`config.mk`:
```
export PLATFORM = sky130hd
export DESIGN_NAME = cl_hello_world
export DESIGN_NICKNAME = d
export VERILOG_FILES = /design/src/tick_counter_pkg.sv /design/src/ocl_regs_pkg.sv /design/src/cl_hello_world.sv /design/src/tick_counter.sv /design/src/hello_vled_regs.sv /design/src/axil_slave.sv
export SDC_FILE = /design/constraint.sdc
export NUM_CORES = 1
export LEC_CHECK = 0
export BUFFER_PORTS_ARGS = -buffer_cell sky130_fd_sc_hd__buf_2
export CAP_MARGIN = 20
export CORE_MARGIN = 3
export CORE_UTILIZATION = 50
export CTS_CLUSTER_SIZE = 16
export DETAILED_ROUTE_END_ITERATION = 16
export GPL_ROUTABILITY_DRIVEN = 0
export PLACE_DENSITY = 0.72
export SLEW_MARGIN = 40
export SYNTH_ARGS = -nofsm -noshare
export SYNTH_HDL_FRONTEND = slang
export SYNTH_SLANG_ARGS = --single-unit
```
`constraint.sdc`:
```
create_clock -name clk_main_a0 -period 4.35 [get_ports clk_main_a0]
set_input_delay 0.87 -clock clk_main_a0 [delete_from_list [all_inputs] [get_ports clk_main_a0]]
set_output_delay 0.87 -clock clk_main_a0 [all_outputs]
set_load 0.01 [all_outputs]
```
`src/tick_counter_pkg.sv`:
```
// Tick counter widths and control / status register layouts
package tick_counter_pkg;

  // Main counter width
  localparam int cnt_w = 16;

  // Prescaler width
  localparam int tick_w = 8;

  // --------------------------------------------------
  // Control register, enable in bit 0
  // --------------------------------------------------
  typedef struct packed {
    logic clear;   // bit 2, one-cycle pulse
    logic load;    // bit 1, one-cycle pulse
    logic enable;  // bit 0, held
  } cnt_ctrl_t;

  // --------------------------------------------------
  // Status register
  // --------------------------------------------------
  // Count in the low bits, watermark flag just above
  typedef struct packed {
    logic             ge_watermark;
    logic [cnt_w-1:0] count;
  } cnt_status_t;

endpackage

```
`src/ocl_regs_pkg.sv`:
```
// Host register bus: widths, register map and AXI-Lite / register access structs
package ocl_regs_pkg;

  // --------------------------------------------------
  // Bus widths
  // --------------------------------------------------
  localparam int ocl_addr_w = 32;
  localparam int ocl_data_w = 32;

  // LED and DIP switch width
  localparam int vled_w = 16;

  // --------------------------------------------------
  // Register map
  // --------------------------------------------------
  localparam logic [ocl_addr_w-1:0] hello_world_addr = 32'h0000_0500;
  localparam logic [ocl_addr_w-1:0] vled_addr        = 32'h0000_0504;
  localparam logic [ocl_addr_w-1:0] cnt_ctrl_addr    = 32'h0000_0510;
  localparam logic [ocl_addr_w-1:0] cnt_tick_addr    = 32'h0000_0514;
  localparam logic [ocl_addr_w-1:0] cnt_load_addr    = 32'h0000_0518;
  localparam logic [ocl_addr_w-1:0] cnt_wmark_addr   = 32'h0000_051C;
  localparam logic [ocl_addr_w-1:0] cnt_status_addr  = 32'h0000_0520;

  // Read value for any address outside the map
  localparam logic [ocl_data_w-1:0] unimpl_reg_value = 32'hDEAD_DEAD;

  // Host-driven half of the AXI-Lite bus
  typedef struct packed {
    logic                  awvalid;
    logic [ocl_addr_w-1:0] awaddr;
    logic                  wvalid;
    logic [ocl_data_w-1:0] wdata;
    logic                  bready;
    logic                  arvalid;
    logic [ocl_addr_w-1:0] araddr;
    logic                  rready;
  } axil_req_t;

  // Slave-driven half
  typedef struct packed {
    logic                  awready;
    logic                  wready;
    logic                  bvalid;
    logic [1:0]            bresp;
    logic                  arready;
    logic                  rvalid;
    logic [ocl_data_w-1:0] rdata;
    logic [1:0]            rresp;
  } axil_rsp_t;

  // Register side access, wr_en is a single-cycle pulse
  typedef struct packed {
    logic                  wr_en;
    logic [ocl_addr_w-1:0] wr_addr;
    logic [ocl_data_w-1:0] wr_data;
    logic [ocl_addr_w-1:0] rd_addr;
  } reg_access_t;

endpackage
```
`src/cl_hello_world.sv`:
```
// Top level: AXI-Lite slave, hello/VLED registers, tick counter and read data merge
module cl_hello_world
  import ocl_regs_pkg::*;
(
  input  logic              clk_main_a0,
  input  logic              rst_main_n_sync,
  input  axil_req_t         ocl_req,
  output axil_rsp_t         ocl_rsp,
  input  logic [vled_w-1:0] status_vdip,
  output logic [vled_w-1:0] status_vled
);

  reg_access_t           reg_acc;
  logic [ocl_data_w-1:0] rd_word;
  logic [ocl_data_w-1:0] hv_rd_data;
  logic                  hv_rd_hit;
  logic [ocl_data_w-1:0] tc_rd_data;
  logic                  tc_rd_hit;

  // --------------------------------------------------
  // Host bus
  // --------------------------------------------------
  axil_slave u_axil_slave (
    .clk_main_a0     (clk_main_a0),
    .rst_main_n_sync (rst_main_n_sync),
    .req             (ocl_req),
    .rsp             (ocl_rsp),
    .reg_acc         (reg_acc),
    .rd_word         (rd_word)
  );

  // --------------------------------------------------
  // Register blocks
  // --------------------------------------------------
  hello_vled_regs u_hello_vled_regs (
    .clk_main_a0     (clk_main_a0),
    .rst_main_n_sync (rst_main_n_sync),
    .reg_acc         (reg_acc),
    .status_vdip     (status_vdip),
    .status_vled     (status_vled),
    .rd_data         (hv_rd_data),
    .rd_hit          (hv_rd_hit)
  );

  tick_counter u_tick_counter (
    .clk_main_a0     (clk_main_a0),
    .rst_main_n_sync (rst_main_n_sync),
    .reg_acc         (reg_acc),
    .rd_data         (tc_rd_data),
    .rd_hit          (tc_rd_hit)
  );

  // Read merge, unmapped addresses give the marker word
  assign rd_word = hv_rd_hit ? hv_rd_data :
                   tc_rd_hit ? tc_rd_data :
                               unimpl_reg_value;

endmodule

```
`src/tick_counter.sv`:
```
// Tick counter: control registers, prescaler, main counter and watermark compare
module tick_counter
  import ocl_regs_pkg::*;
  import tick_counter_pkg::*;
(
  input  logic                  clk_main_a0,
  input  logic                  rst_main_n_sync,
  input  reg_access_t           reg_acc,
  output logic [ocl_data_w-1:0] rd_data,
  output logic                  rd_hit
);

  cnt_ctrl_t         ctrl_q;
  logic [tick_w-1:0] tick_value_q;
  logic [cnt_w-1:0]  load_value_q;
  logic [cnt_w-1:0]  watermark_q;
  logic [tick_w-1:0] tick_cnt_q;
  logic [cnt_w-1:0]  count_q;
  logic              tick_hit;
  cnt_status_t       status;

  // --------------------------------------------------
  // Host control registers
  // --------------------------------------------------
  always_ff @(posedge clk_main_a0) begin
    if (!rst_main_n_sync) begin
      ctrl_q       <= '0;
      tick_value_q <= '0;
      load_value_q <= '0;
      watermark_q  <= '0;
    end else begin
      // load and clear drop again after one cycle
      ctrl_q.load  <= 1'b0;
      ctrl_q.clear <= 1'b0;
      if (reg_acc.wr_en) begin
        case (reg_acc.wr_addr)
          cnt_ctrl_addr:  ctrl_q       <= cnt_ctrl_t'(reg_acc.wr_data[$bits(cnt_ctrl_t)-1:0]);
          cnt_tick_addr:  tick_value_q <= reg_acc.wr_data[tick_w-1:0];
          cnt_load_addr:  load_value_q <= reg_acc.wr_data[cnt_w-1:0];
          cnt_wmark_addr: watermark_q  <= reg_acc.wr_data[cnt_w-1:0];
          default: ;
        endcase
      end
    end
  end

  // --------------------------------------------------
  // Prescaler and main counter
  // --------------------------------------------------
  assign tick_hit = tick_cnt_q >= tick_value_q;

  // Priority is clear, then load, then hold when disabled
  always_ff @(posedge clk_main_a0) begin
    if (!rst_main_n_sync || ctrl_q.clear) begin
      tick_cnt_q <= '0;
      count_q    <= '0;
    end else begin
      if (ctrl_q.enable) begin
        tick_cnt_q <= tick_hit ? '0 : tick_cnt_q + 1'b1;
      end
      if (ctrl_q.load) begin
        count_q <= load_value_q;
      end else if (ctrl_q.enable && tick_hit) begin
        count_q <= count_q + 1'b1;
      end
    end
  end

  // Flag follows the current count
  assign status.count        = count_q;
  assign status.ge_watermark = count_q >= watermark_q;

  // Read decode, control reads back enable only
  always_comb begin
    rd_hit  = 1'b1;
    rd_data = '0;
    case (reg_acc.rd_addr)
      cnt_ctrl_addr:   rd_data[0]              = ctrl_q.enable;
      cnt_tick_addr:   rd_data[tick_w-1:0]     = tick_value_q;
      cnt_load_addr:   rd_data[cnt_w-1:0]      = load_value_q;
      cnt_wmark_addr:  rd_data[cnt_w-1:0]      = watermark_q;
      cnt_status_addr: rd_data[$bits(status)-1:0] = status;
      default:         rd_hit                  = 1'b0;
    endcase
  end

  // Pulses never stored across two cycles, writes are at least two cycles apart
  ast_pulse_once: assert property (@(posedge clk_main_a0) disable iff (!rst_main_n_sync)
    ctrl_q.load || ctrl_q.clear |=> !ctrl_q.load && !ctrl_q.clear);

endmodule

```
`src/hello_vled_regs.sv`:
```
// Hello world register with byte-swapped readback, VLED shadow, DIP sync and LED masking
module hello_vled_regs
  import ocl_regs_pkg::*;
(
  input  logic                  clk_main_a0,
  input  logic                  rst_main_n_sync,
  input  reg_access_t           reg_acc,
  input  logic [vled_w-1:0]     status_vdip,
  output logic [vled_w-1:0]     status_vled,
  output logic [ocl_data_w-1:0] rd_data,
  output logic                  rd_hit
);

  logic [ocl_data_w-1:0] hello_q;
  logic [ocl_data_w-1:0] hello_swapped;
  logic [vled_w-1:0]     vled_q;
  logic [vled_w-1:0]     vdip_q1;
  logic [vled_w-1:0]     vdip_q2;

  // --------------------------------------------------
  // Hello world register
  // --------------------------------------------------
  always_ff @(posedge clk_main_a0) begin
    if (!rst_main_n_sync) begin
      hello_q <= '0;
    end else if (reg_acc.wr_en && (reg_acc.wr_addr == hello_world_addr)) begin
      hello_q <= reg_acc.wr_data;
    end
  end

  // Byte order reversed on readback
  assign hello_swapped = {<<8{hello_q}};

  // --------------------------------------------------
  // VLED shadow and DIP masking
  // --------------------------------------------------
  // Shadow trails the hello word by one cycle
  // DIP switches are asynchronous, two flops
  always_ff @(posedge clk_main_a0) begin
    if (!rst_main_n_sync) begin
      vled_q      <= '0;
      vdip_q1     <= '0;
      vdip_q2     <= '0;
      status_vled <= '0;
    end else begin
      vled_q      <= hello_q[vled_w-1:0];
      vdip_q1     <= status_vdip;
      vdip_q2     <= vdip_q1;
      status_vled <= vled_q & vdip_q2;
    end
  end

  // Read decode
  always_comb begin
    rd_hit  = 1'b1;
    rd_data = '0;
    if (reg_acc.rd_addr == hello_world_addr) begin
      rd_data = hello_swapped;
    end else if (reg_acc.rd_addr == vled_addr) begin
      rd_data = {{(ocl_data_w - vled_w){1'b0}}, vled_q};
    end else begin
      rd_hit = 1'b0;
    end
  end

endmodule

```
`src/axil_slave.sv`:
```
// Single-beat AXI-Lite slave: write and read handshakes, register access strobes
module axil_slave
  import ocl_regs_pkg::*;
(
  input  logic                  clk_main_a0,
  input  logic                  rst_main_n_sync,
  input  axil_req_t             req,
  output axil_rsp_t             rsp,
  output reg_access_t           reg_acc,
  input  logic [ocl_data_w-1:0] rd_word
);

  // Write channel state
  logic                  wr_active;
  logic [ocl_addr_w-1:0] wr_addr_q;
  logic                  aw_hs;
  logic                  wready;
  logic                  bvalid_q;

  // Read channel state
  logic                  arready;
  logic                  arvalid_q;
  logic [ocl_addr_w-1:0] araddr_q;
  logic                  rvalid_q;
  logic [ocl_data_w-1:0] rdata_q;

  // --------------------------------------------------
  // Write path
  // --------------------------------------------------
  assign aw_hs = req.awvalid && !wr_active;

  // Data accepted once per write, never while the response is pending
  assign wready = wr_active && req.wvalid && !bvalid_q;

  always_ff @(posedge clk_main_a0) begin
    if (!rst_main_n_sync) begin
      wr_active <= 1'b0;
    end else if (wr_active && bvalid_q && req.bready) begin
      wr_active <= 1'b0;
    end else if (aw_hs) begin
      wr_active <= 1'b1;
    end
  end

  // Address held for the whole write
  always_ff @(posedge clk_main_a0) begin
    if (aw_hs) begin
      wr_addr_q <= req.awaddr;
    end
  end

  // Response one cycle after the data beat
  always_ff @(posedge clk_main_a0) begin
    if (!rst_main_n_sync) begin
      bvalid_q <= 1'b0;
    end else if (bvalid_q && req.bready) begin
      bvalid_q <= 1'b0;
    end else if (wready) begin
      bvalid_q <= 1'b1;
    end
  end

  // --------------------------------------------------
  // Read path
  // --------------------------------------------------
  // One read in flight, blocked while rdata waits for rready
  assign arready = !arvalid_q && !rvalid_q;

  always_ff @(posedge clk_main_a0) begin
    if (!rst_main_n_sync) begin
      arvalid_q <= 1'b0;
    end else begin
      arvalid_q <= req.arvalid && arready;
    end
  end

  always_ff @(posedge clk_main_a0) begin
    if (req.arvalid && arready) begin
      araddr_q <= req.araddr;
    end
  end

  always_ff @(posedge clk_main_a0) begin
    if (!rst_main_n_sync) begin
      rvalid_q <= 1'b0;
    end else if (rvalid_q && req.rready) begin
      rvalid_q <= 1'b0;
    end else if (arvalid_q) begin
      rvalid_q <= 1'b1;
    end
  end

  // Decoded word sampled one cycle after the address
  always_ff @(posedge clk_main_a0) begin
    if (arvalid_q) begin
      rdata_q <= rd_word;
    end
  end

  // Bus outputs, responses always OKAY
  always_comb begin
    rsp.awready = !wr_active;
    rsp.wready  = wready;
    rsp.bvalid  = bvalid_q;
    rsp.bresp   = 2'b00;
    rsp.arready = arready;
    rsp.rvalid  = rvalid_q;
    rsp.rdata   = rdata_q;
    rsp.rresp   = 2'b00;
  end

  // Strobes toward the register blocks
  always_comb begin
    reg_acc.wr_en   = wready;
    reg_acc.wr_addr = wr_addr_q;
    reg_acc.wr_data = req.wdata;
    reg_acc.rd_addr = araddr_q;
  end

  // Responses wait for the host
  ast_bvalid_hold: assert property (@(posedge clk_main_a0) disable iff (!rst_main_n_sync)
    rsp.bvalid && !req.bready |=> rsp.bvalid);

  ast_rvalid_hold: assert property (@(posedge clk_main_a0) disable iff (!rst_main_n_sync)
    rsp.rvalid && !req.rready |=> rsp.rvalid && $stable(rsp.rdata));

  // Data beat only inside an open write, answered on the next cycle
  ast_wready_active: assert property (@(posedge clk_main_a0) disable iff (!rst_main_n_sync)
    rsp.wready |-> wr_active ##1 rsp.bvalid);

endmodule

```
Yosys cells after proc, flatten, opt, wreduce, memory -nomap -nowiden
Index checks and enable logic that the tools add are counted.
{"block": "op_classes", "eq_ne": 12, "add_sub_neg": 2, "n_mul": 0, "muxes": 14, "div": 0, "reduce_logical": 27, "magnitude_cmp": 2, "shift": 0, "bitwise": 2}
{"cell": "$eq A32 B11 Y1 const B", "count": 12}
{"cell": "$mux W32", "count": 3}
{"cell": "$mux W16", "count": 3}
{"cell": "$pmux W7 S4", "count": 1}
{"cell": "$pmux W8 S3", "count": 1}
{"cell": "$add A16 B1 Y16 const B", "count": 1}
{"cell": "$and A16 B16 Y16", "count": 1}
{"cell": "$ge A16 B16 Y1", "count": 1}
{"cell": "$logic_and A1 B1 Y1", "count": 11}
{"cell": "$add A8 B1 Y8 const B", "count": 1}
{"cell": "$ge A8 B8 Y1", "count": 1}
{"cell": "$mux W8", "count": 1}
{"cell": "$reduce_and A2 Y1", "count": 4}
{"cell": "$reduce_or A2 Y1", "count": 3}
{"cell": "$logic_not A1 Y1", "count": 5}
{"cell": "$pmux W1 S5", "count": 1}
{"cell": "$reduce_or A5 Y1", "count": 1}
{"cell": "$mux W1", "count": 4}
{"cell": "$reduce_and A3 Y1", "count": 1}
{"cell": "$reduce_bool A2 Y1", "count": 1}
{"cell": "$logic_or A1 B1 Y1", "count": 1}
{"cell": "$not A1 Y1", "count": 1}
{"block": "word_totals", "latch_bits": 0, "n_memories": 0, "ram_bits": 0, "register_bits": 263, "out_inout_bits": 57, "word_cells": 79, "in_bits": 119, "romBits": 0}

Depth between registers and ports, before layout
Gate-level depths: netlist (run 1).
{"block": "logic_depth", "ltp_word": 5, "ltp_mapped": 9, "depth_no_buf": 7}

By module
A second synthesis (run 1) with hierarchy kept.
{"block": "hier_totals", "hier_cells": 1062, "area_unflattened_um2": 11374.7}
{"mod": "tick_counter", "seq_area_each_um2": 1341.3, "cells_each": 491, "n_inst": 1, "area_per_inst_um2": 3983.8}
{"mod": "hello_vled_regs", "seq_area_each_um2": 1921.8, "cells_each": 349, "n_inst": 1, "area_per_inst_um2": 3463.3}
{"mod": "axil_slave", "seq_area_each_um2": 2962.8, "cells_each": 156, "n_inst": 1, "area_per_inst_um2": 3359.5}
{"mod": "cl_hello_world", "seq_area_each_um2": 0.0, "cells_each": 66, "n_inst": 1, "area_per_inst_um2": 568.0}

Worst setup path after synthesis (run 1)
OpenSTA, ideal clock, no wires.
{"block": "synth_timing", "path_kind": "input to register", "startpoint": "in ocl_req[100] (netlist name)", "endpoint": "reg u_axil_slave.wr_addr_q[0] (enable)", "path_buffers": 0, "required_ps": 3925, "setup_ps": 425, "arrival_time_ps": 2318, "path_slack_ps": 1607, "path_stages": 1, "path_cell_list": "nor2b_1"}
{"block": "synth_between", "elab_chain_cells": 1}
{"item": "start, declared", "line": "cl_hello_world.sv:7", "source": "input axil_req_t ocl_req,"}
{"item": "$logic_and A1 B1 Y1", "line": "axil_slave.sv:30", "source": "assign aw_hs = req.awvalid && !wr_active;"}
{"item": "end signal, assigned", "line": "axil_slave.sv:48", "source": "wr_addr_q <= req.awaddr;"}
{"item": "end, declared", "line": "axil_slave.sv:15", "source": "logic [ocl_addr_w-1:0] wr_addr_q;"}
No other way between the ends.
A chain may end at the register's enable or synchronous reset.

Final worst setup path (run 1)
{"block": "layout_timing", "startpoint": "reg u_axil_slave.araddr_q[27]", "endpoint": "reg u_axil_slave.rdata_q[9], data pin"}
{"block": "layout_between", "elab_chain_cells": 5, "word_cells_on_any_way": 16, "classes_between": "eq/ne (7); mux (8); reduce/logical (1)"}
{"item": "start, declared", "line": "axil_slave.sv:23", "source": "logic [ocl_addr_w-1:0] araddr_q;"}
{"item": "start signal, assigned", "line": "axil_slave.sv:79", "source": "araddr_q <= req.araddr;"}
{"item": "$eq A32 B11 Y1", "line": "tick_counter.sv:77", "source": "case (reg_acc.rd_addr)"}
{"item": "$reduce_or A5 Y1 (no source line)"}
{"item": "$mux W1", "line": "tick_counter.sv:77"}
{"item": "$mux W32", "line": "cl_hello_world.sv:55", "source": "tc_rd_hit ? tc_rd_data :"}
{"item": "$mux W32 *", "line": "cl_hello_world.sv:54", "source": "assign rd_word = hv_rd_hit ? hv_rd_data :"}
{"item": "named net rd_word[9]", "line": "cl_hello_world.sv:14", "source": "logic [ocl_data_w-1:0] rd_word;"}
{"item": "end signal, assigned", "line": "axil_slave.sv:96", "source": "rdata_q <= rd_word;"}
{"item": "end, declared", "line": "axil_slave.sv:25", "source": "logic [ocl_data_w-1:0] rdata_q;"}
The timed path passes the listed nets; every way through them passes the cells marked *.

==> results, run 1 <==
- The synthesized design spends more area on one cell type than any other, namely sky130_fd_sc_hd__dfxtp_1.
- The final count of hold timing violations came to 0.
- The vias after detailed routing is 7610.
- The cell with the largest stage delay on the worst path is sky130_fd_sc_hd__or4_4.
- The number of clock buffers added by TritonCTS is 27.
- The library cell used most frequently in the layout, excluding fill and tap cells, is sky130_fd_sc_hd__buf_2.
- The estimated wirelength of the detail-placed design is 17900 um.
- In the final timing run, aggregate negative setup slack is 0 ns.
- Power spread over the standard cell area amounts to 401 nW/um2.
- After Yosys synthesis, XOR and XNOR cells account for 0.657% of the synthesized area.
- The number of vias per cell after detailed routing is 5.42.
- The number of enable flip-flop cells after synthesis is 96.
- The detail-routed net length per standard cell is 17.9 um.
- For this design the total switching power over the nets is 1.03 mW.
- Setup violations remaining at the end of the flow were counted as 0.
- Across the VDD grid, the largest voltage drop is 323 uV.
- For this run, design rule violations remaining after detail routing come to 0.
- Synthesis inferred 263 register bits.
- Counting every sink on the clock net gives 263.
- On the final layout, the worst hold slack is 0.431 ns.
- The beginning of the worst hold path is u_hello_vled_regs.vdip_q1[4].
- The number of warnings reported in the yosys synthesis log is 0.
- In this run the cell area of the synthesized design comes to 10700 um2.
- STA classifies the critical path endpoint as a register.
- The worst register-to-register path begins at u_axil_slave.araddr_q[27].
- The floorplan step set the die height to 152 um.
- The leakage power summed over all cells is 5.01 nW.
- After Yosys synthesis, and, or, nand and nor cells account for 19.1% of the synthesized area.
- The final routed wirelength across all metal layers is 25100 um.
- The DRC violation total after the first TritonRoute iteration is 554.
- Counting instances, the worst hold path has a depth of 1.
- The switching power as a share of total power is 20.5%.
- The number of antenna violations at the first check in global routing is 0.
- Relative to the synthesized area, the layout overhead comes to 17.8%.
- The clock network power share is 43.5%.
- The async set-reset flop share out of synthesis is 0%.
- In this run the mean area of a mapped cell was 11.1 um2.
- In this design, the stage delay of the slowest critical-path cell is 0.69 ns.
- The share of the Yosys chip area taken by registers is 58.4%.
- In this run the critical register-to-register path is captured at u_axil_slave.rdata_q[9].
- Setup repair after global routing left no endpoint under its margin.
- The number of nets with antenna violations after routing is 0.
- The final setup skew is 0.00748 ns.
- Cells fill 61.1% of the core in the end.
- STA classifies the critical path startpoint as a register.
- The net count of the finished layout is 1259.
- CTS built an H-tree with a depth of 1.
- The first global-routing pass estimated 39200 um of wire.
- After synthesis, the share of cell area in mux cells is 6.01%.
- Before antenna repair, the detailed router went through 4 iterations.
- The worst path required time is 4.61 ns.
- The number of library cell types mapped by synthesis is 61.
- The worst setup path is of the reg2reg kind.
- The maximum number of pins on one net before global-route repair is 52.
- Input and output buffers added on the ports amount to 171.
- By area, the combinational part of the netlist is dominated by simple AND/OR/NAND/NOR gates.
- Global routing finished with a remaining overflow of 0.
- The synthesized-area fraction occupied by ao, oa, aoi and oai cells is 8.98%.
- The number of standard cells after synthesis is 956.
- The combinational group share of total power is 3.9%.
- In this run the horizontal extent of the chip is 152 um.
- The leading register cell type out of synthesis is sky130_fd_sc_hd__dfxtp_1.
- The top-level port count is 176.
- The final max-slew violation count came to 0.
- The path class of the tightest hold or removal check is reg2reg.
- After filler insertion, the fill cell instance count of the layout stands at 1732.
- The top cell types in the final layout, fill and taps aside, are sky130_fd_sc_hd__buf_2 (170), sky130_fd_sc_hd__dfxtp_1 (167), sky130_fd_sc_hd__nand2_1 (115).
- The terminating pin of the worst hold path is u_hello_vled_regs.vdip_q2[4].
- The region available for standard cell placement spans 20600 um2.
- The maximum net fanout on the critical path is 25.
- The transition time of the tightest slew-check pin is 0.768 ns.
- Clock-pin slew was measured on the worst setup and hold paths at 0.06 ns.
- In this run, post-CTS hold repair placed 0 buffers.
- The maximum buffer depth of the clock tree is 3.
- Once the floorplan was initialized, standard cells occupied 51.8% of the core.
- The post-synthesis share of cell area spent on full adders, half adders and majority gates is 3.05%.
- The internal power of the cells totals 4.00 mW.
- The number of gates resized after CTS is 0.
- The TritonCTS clock tree is done.
- The total global routing track utilization is 20.8%.
- The count of max-cap constraint violations is 0.
- The synthesized design devotes to its leading area cell type 31.4% of total area.
- Measured in cells, the most critical reg-to-reg path has a length of 5.
- The number of global-route vias before repair was 7413.
- Sorting the synthesized cells by area gives the leading types as sky130_fd_sc_hd__dfxtp_1 (31%), sky130_fd_sc_hd__edfxtp_1 (27%), sky130_fd_sc_hd__mux2i_1 (5.2%).
- After layout, the worst path uses 63.7% of the clock period.
- Clock latency on the worst-skew pair, taken at its later pin, is 0.52 ns.
- The die covers 23100 um2.
- The run finished with clean final reports.
- The number of post-CTS setup repair buffers is 0.
- For the finished layout, the period the worst path requires is 2.77 ns.
- At the worst endpoint, the arrival time is 3.03 ns.
- The root buffer cell is sky130_fd_sc_hd__clkbuf_16.
- The floorplan row count is 52.
- Of the cells placed in the final design, the portion with a size suffix greater than 1 is 21.3%.
- Traced cell by cell, the critical path runs through nor4_1, nand4_1, or2_2, or4_4, a2111o_1.
- Timing would allow up to 361 MHz.
- The final antenna diode count is 0.
- The worst register-to-register path has a setup slack of 1.58 ns.
- Headroom to the max-slew limit came out at 48.8%.
- In this run, flip-flops and latches consume 52.7% of the power.
worst max-delay path by stage:
| stage | cells past startpoint | to | start | slack [ns] |
|---|---|---|---|---|
| final | 5 | u_axil_slave.rdata_q[9] | u_axil_slave.araddr_q[27] | 1.58 |
| after global routing | 5 | u_axil_slave.rdata_q[12] | u_axil_slave.araddr_q[20] | 1.44 |
| after CTS | 5 | u_axil_slave.rdata_q[9] | u_axil_slave.araddr_q[20] | 1.47 |
| after detailed placement | 5 | u_axil_slave.rdata_q[14] | u_axil_slave.araddr_q[20] | 1.50 |
| after global placement | 5 | u_axil_slave.rdata_q[12] | u_axil_slave.araddr_q[20] | 1.55 |
| after floorplan | 1 | u_axil_slave.wr_addr_q[0] | ocl_req[100] | 1.61 |
synthesized netlist by cell type (all sizes together), types with 11 or more instances:
| cell | n |
|---|---|
| dfxtp | 167 |
| edfxtp | 96 |
| nor2 | 22 |
| clkbuf | 39 |
| a22oi | 12 |
| and2 | 58 |
| nor3 | 17 |
| a21boi | 16 |
| a21oi | 12 |
| nor2b | 49 |
| a31oi | 11 |
| ha | 26 |
| and3 | 24 |
| buf | 19 |
| nor4 | 22 |
| inv | 30 |
| nand2 | 115 |
| mux2i | 55 |
| nand4 | 15 |
| o21ai | 40 |
area by class of cell:
cell class              instances  area (um2)  area share (%)
well taps                     270         338            2.69
clock buffers                  42         792            6.31
inverters                      30         113           0.897
repair buffers                184         960            7.64
multi-input cells             608        4070            32.4
flip-flops and latches        263        6230            49.6
clock inverters                 7        56.3           0.448
cell families (layout without fill, tap and decap cells):
logic type | after synthesis | in the layout
multiplexers | 63 | 63
XOR/XNOR | 8 | 8
AO/OA/AOI/OAI | 139 | 139
adder cells (fa/ha/maj) | 26 | 26
AND/OR/NAND/NOR | 368 | 368
other | 1 | 4
flip-flops | 263 | 263
buffers and inverters | 88 | 263
registers in the layout, summed over array words and instances, names as in the netlist, 3 cells and up:
name                           count
u_axil_slave.araddr_q             32
u_axil_slave.rdata_q              32
u_axil_slave.wr_addr_q            32
u_hello_vled_regs.hello_q         32
u_hello_vled_regs.status_vled     16
u_hello_vled_regs.vdip_q1         16
u_hello_vled_regs.vdip_q2         16
u_hello_vled_regs.vled_q          16
u_tick_counter.count_q            16
u_tick_counter.load_value_q       16
u_tick_counter.watermark_q        16
u_tick_counter.tick_cnt_q          8
u_tick_counter.tick_value_q        8
u_tick_counter.ctrl_q              3
power by group through the flow:
stage	logic (mW)	registers, mW	clock network (mW)
finish	0.194	2.65	2.19
detailed placement	0.195	2.70	0
global route	0.214	2.65	2.33
global placement	0.193	2.70	0
floorplan	0.0952	2.70	0
CTS	0.196	2.65	2.23
critical path, delay by kind of cell, from the launching register on:
kind / cells / cell delay [ns]
AO/OA/AOI/OAI: 1 / 0.33
AND/OR/NAND/NOR: 4 / 1.82
flip-flops: 1 / 0.36
routing by layer:
layer,vias up,wire length (um),share of wire (%),GRT usage [%]
met5,-,0,0,0
met3,45,1960,7.8,4.66
met1,3544,10800,43,27.6
met2,285,11600,46,34.4
met4,0,764,3.0,6.25
li1,3736,-,-,-
through the flow:
step                cells  setup WS, ns  total power [mW]  area, um2
floorplan             959          1.61              2.79      10700
global placement     1354          1.55              2.89      11700
detailed placement   1355          1.50              2.90      11700
CTS                  1404          1.47              5.08      12600
global route         1404          1.44              5.20      12600
finish               1404          1.58              5.03      12600
Power figures use the tool's default switching activity.
==> run 2: changes to the inputs <==
- clock period: 4.35 -> 2.7 ns (I/O delays scaled with it)
==> run 2 against run 1 <==
Effect of this change: flip-flop and latch count did not move; combinational power increased by 62%; clock-buffer cell count is 2 lower; via count rose by 1.1%; sequential power up 61%; total power up 61%; setup slack got worse by 1.4 ns; largest cell class unchanged; fmax is 11% higher; register-to-register slack worse by 1.4 ns; cell count increased by 0.85%; largest power group unchanged; non-clock buffer count increased by 13; routed wire length rose by 1.0%.
==> results, run 2 (synthesized netlist as in run 1, its figures left out) <==
- The run finished with clean final reports.
- The number of nets in the final layout came to 1271 (+0.95%).
- The wire length of the first global-routing pass is 39500 um (+0.56%).
- The CTS buffer count is 26 (-3.7%).
- The setup TNS is 0 ns (unchanged).
- The maximum vdd ir drop is 550 uV (+70%).
- The residual DRC count came to 0 (unchanged).
- Setup repair after global routing left no endpoint under its margin.
- The final-report setup violation count is 0 (unchanged).
- The clock edge transition at the registers on the reported setup and hold paths came to 0.06 ns (about the same).
- The number of antenna violations at the first check in global routing is 0 (unchanged).
- In this run the critical register-to-register path is captured at u_axil_slave.rdata_q[14].
- The count of max-cap constraint violations is 0 (unchanged).
- The final routed wirelength across all metal layers is 25300 um (+1.0%).
- The starting density of the core is 51.8% (unchanged).
- The number of gates resized after CTS came to 0 (unchanged).
- The iteration count of the initial detailed-routing pass is 5 (+1).
- The area of the placeable core is 20600 um2 (unchanged).
- The total global routing track utilization was 21.1% (+0.25 points).
- The maximum net fanout on the critical path is 10 (-60%).
- The type of the worst min-delay path is in2reg.
- The worst setup path is launched from a register.
- The root buffer cell is sky130_fd_sc_hd__clkbuf_16.
- The floorplan row count was 52 (unchanged).
- The number of nets with antenna violations after routing is 0 (unchanged).
- The power per cell area is 641 nW/um2 (+60%).
- The overall overflow remaining after global route is 0 (unchanged).
- The leakage power summed over all cells is 5.07 nW (+1.2%).
- The maximum number of pins on one net before global-route repair came to 69 (+33%).
- The total of buffers placed on input and output ports is 171 (unchanged).
- The worst-case register-to-register setup slack came to 0.19 ns (-1.39 ns).
- The setup path with the least slack is of type reg2reg.
- The fill cell total of the finished layout is 1680 (-3.0%).
- The worst path required time is 2.97 ns (-1.64 ns).
- The highest clock frequency the design can meet was 399 MHz (+11%).
- The TritonCTS clock tree is done.
- The final design area excluding fillers was 12700 um2 (+0.89%).
- The source-to-sink clock delay at the later pin of the worst-skew pair is 0.53 ns (about the same).
- The final antenna diode count came to 0 (unchanged).
- The top-level port count is 176 (unchanged).
- The total of hold buffers inserted after clock tree synthesis is 0 (unchanged).
- The commonest non-fill, non-tap cell in the layout is sky130_fd_sc_hd__buf_2.
- The total clock sinks was 263 (unchanged).
- The number of H-tree levels is 1 (unchanged).
- The terminating pin of the worst hold path is u_axil_slave.wr_addr_q[28].
- The die boundary height was 152 um (unchanged).
- The critical path capture point type is a register.
- The start of the worst register-to-register path is u_axil_slave.araddr_q[21].
- The worst hold slack after final layout is 0.183 ns (-0.248 ns).
- The final count of hold timing violations is 0 (unchanged).
- The vias after detailed routing is 7697 (+1.1%).
- The library cells used most frequently in the layout, excluding fill and tap cells, are sky130_fd_sc_hd__buf_2 (170), sky130_fd_sc_hd__dfxtp_1 (167), sky130_fd_sc_hd__nand2_1 (115).
- The number of post-CTS setup repair buffers is 0 (unchanged).
- The post-synthesis to final-layout area growth is 18.9%.
- The share of post-route cells with drive strength above 1 is 22.3% (+1.0 points).
- The DRC violation total after the first TritonRoute iteration is 436 (-21%).
- The count of cells along the worst register-to-register path is 5 (unchanged).
- The worst slew margin relative to its limit was 54.2% (+5.3 points).
- The startpoint identified for the worst hold timing path is ocl_req[96].
- The final max-slew violation count was 0 (unchanged).
- The placement-stage cell area was 11800 um2 (+0.96%).
- The final critical-path required period came to 2.51 ns (-0.265 ns).
- The data arrival time of the critical path is 2.78 ns (-0.25 ns).
- The estimated wirelength of the detail-placed design is 18300 um (+1.8%).
- The number of global-route vias before repair is 7441 (+0.38%).
- The detail-routed net length per standard cell is 17.9 um (+0.14%).
- The final setup skew is 0.00971 ns (+0.00223 ns).
- The horizontal die dimension is 152 um (unchanged).
- The overall die area came to 23100 um2 (unchanged).
- The maximum buffer depth of the clock tree was 3 (unchanged).
- The transition time of the tightest slew-check pin came to 0.682 ns (-0.0859 ns).
- The final clock period utilization by the worst path was 92.9% (+29 points).
- The number of vias per cell after detailed routing is 5.44 (+0.29%).
- The cell count of the worst hold path is 1 (unchanged).
[run 2: cell count changes in the layout (fill, tap and decap cells not counted), moves of 2 or more]
cell,before,now
sky130_fd_sc_hd__nor4_2,3,5
sky130_fd_sc_hd__clkinv_1,3,0
sky130_fd_sc_hd__nor4_4,3,1
sky130_fd_sc_hd__buf_4,13,24
sky130_fd_sc_hd__clkinvlp_4,0,3
sky130_fd_sc_hd__buf_12,0,3
[run 2: worst max-delay path, stage by stage, from the launching register on]
cell	delay, ns
sky130_fd_sc_hd__edfxtp_1	0.37
sky130_fd_sc_hd__nor4_1	0.31
sky130_fd_sc_hd__nand4_1	0.25
sky130_fd_sc_hd__or2_1	0.34
sky130_fd_sc_hd__or4_4	0.66
sky130_fd_sc_hd__a2111o_1	0.32
[run 2: worst max-delay path by stage]
stage | cells after the start | start | endpoint
floorplan | 1 | ocl_req[100] | u_axil_slave.wr_addr_q[0]
global placement | 5 | u_axil_slave.araddr_q[27] | u_axil_slave.rdata_q[12]
detailed placement | 5 | u_axil_slave.araddr_q[21] | u_axil_slave.rdata_q[14]
CTS | 5 | u_axil_slave.araddr_q[21] | u_axil_slave.rdata_q[14]
global route | 5 | u_axil_slave.araddr_q[9] | u_axil_slave.rdata_q[11]
finish | 5 | u_axil_slave.araddr_q[21] | u_axil_slave.rdata_q[14]
[run 2: cell type report]
class	count	area, um2	area share, %
clock buffer	40	774	6.11
clock inverter	8	72.6	0.573
inverter	30	113	0.889
multi-input combinational	608	4050	32.0
sequential	263	6230	49.1
tap	270	338	2.67
timing repair buffer	197	1090	8.61
[run 2: stage by stage]
| stage | setup slack (ns) | power [mW] | utilization, % | std cells |
|---|---|---|---|---|
| after detailed placement | 0.179 | 4.67 | 57.5 | 1368 |
| after global placement | 0.251 | 4.67 | 57.5 | 1368 |
| after global routing | 0.0809 | 8.39 | 61.6 | 1416 |
| after CTS | 0.179 | 8.20 | 61.6 | 1416 |
| after floorplan | 0.287 | 4.50 | - | 959 |
| final | 0.193 | 8.11 | 61.6 | 1416 |
[run 2: power by group]
part,internal (mW),switching (mW),total [mW],leakage (nW)
sequential,4.22,0.0528,4.27,2.24
combinational,0.139,0.175,0.314,2.43
clock,2.07,1.46,3.53,0.408
total,6.43,1.69,8.11,5.07
[run 2: layer usage]
layer | vias to the layer above | global-route usage [%] | part of all wire [%]
met5 | - | 0 | 0
met4 | 0 | 8.01 | 4.0
met3 | 57 | 4.86 | 6.7
met2 | 273 | 34.2 | 47
met1 | 3605 | 27.6 | 43
li1 | 3762 | - | -
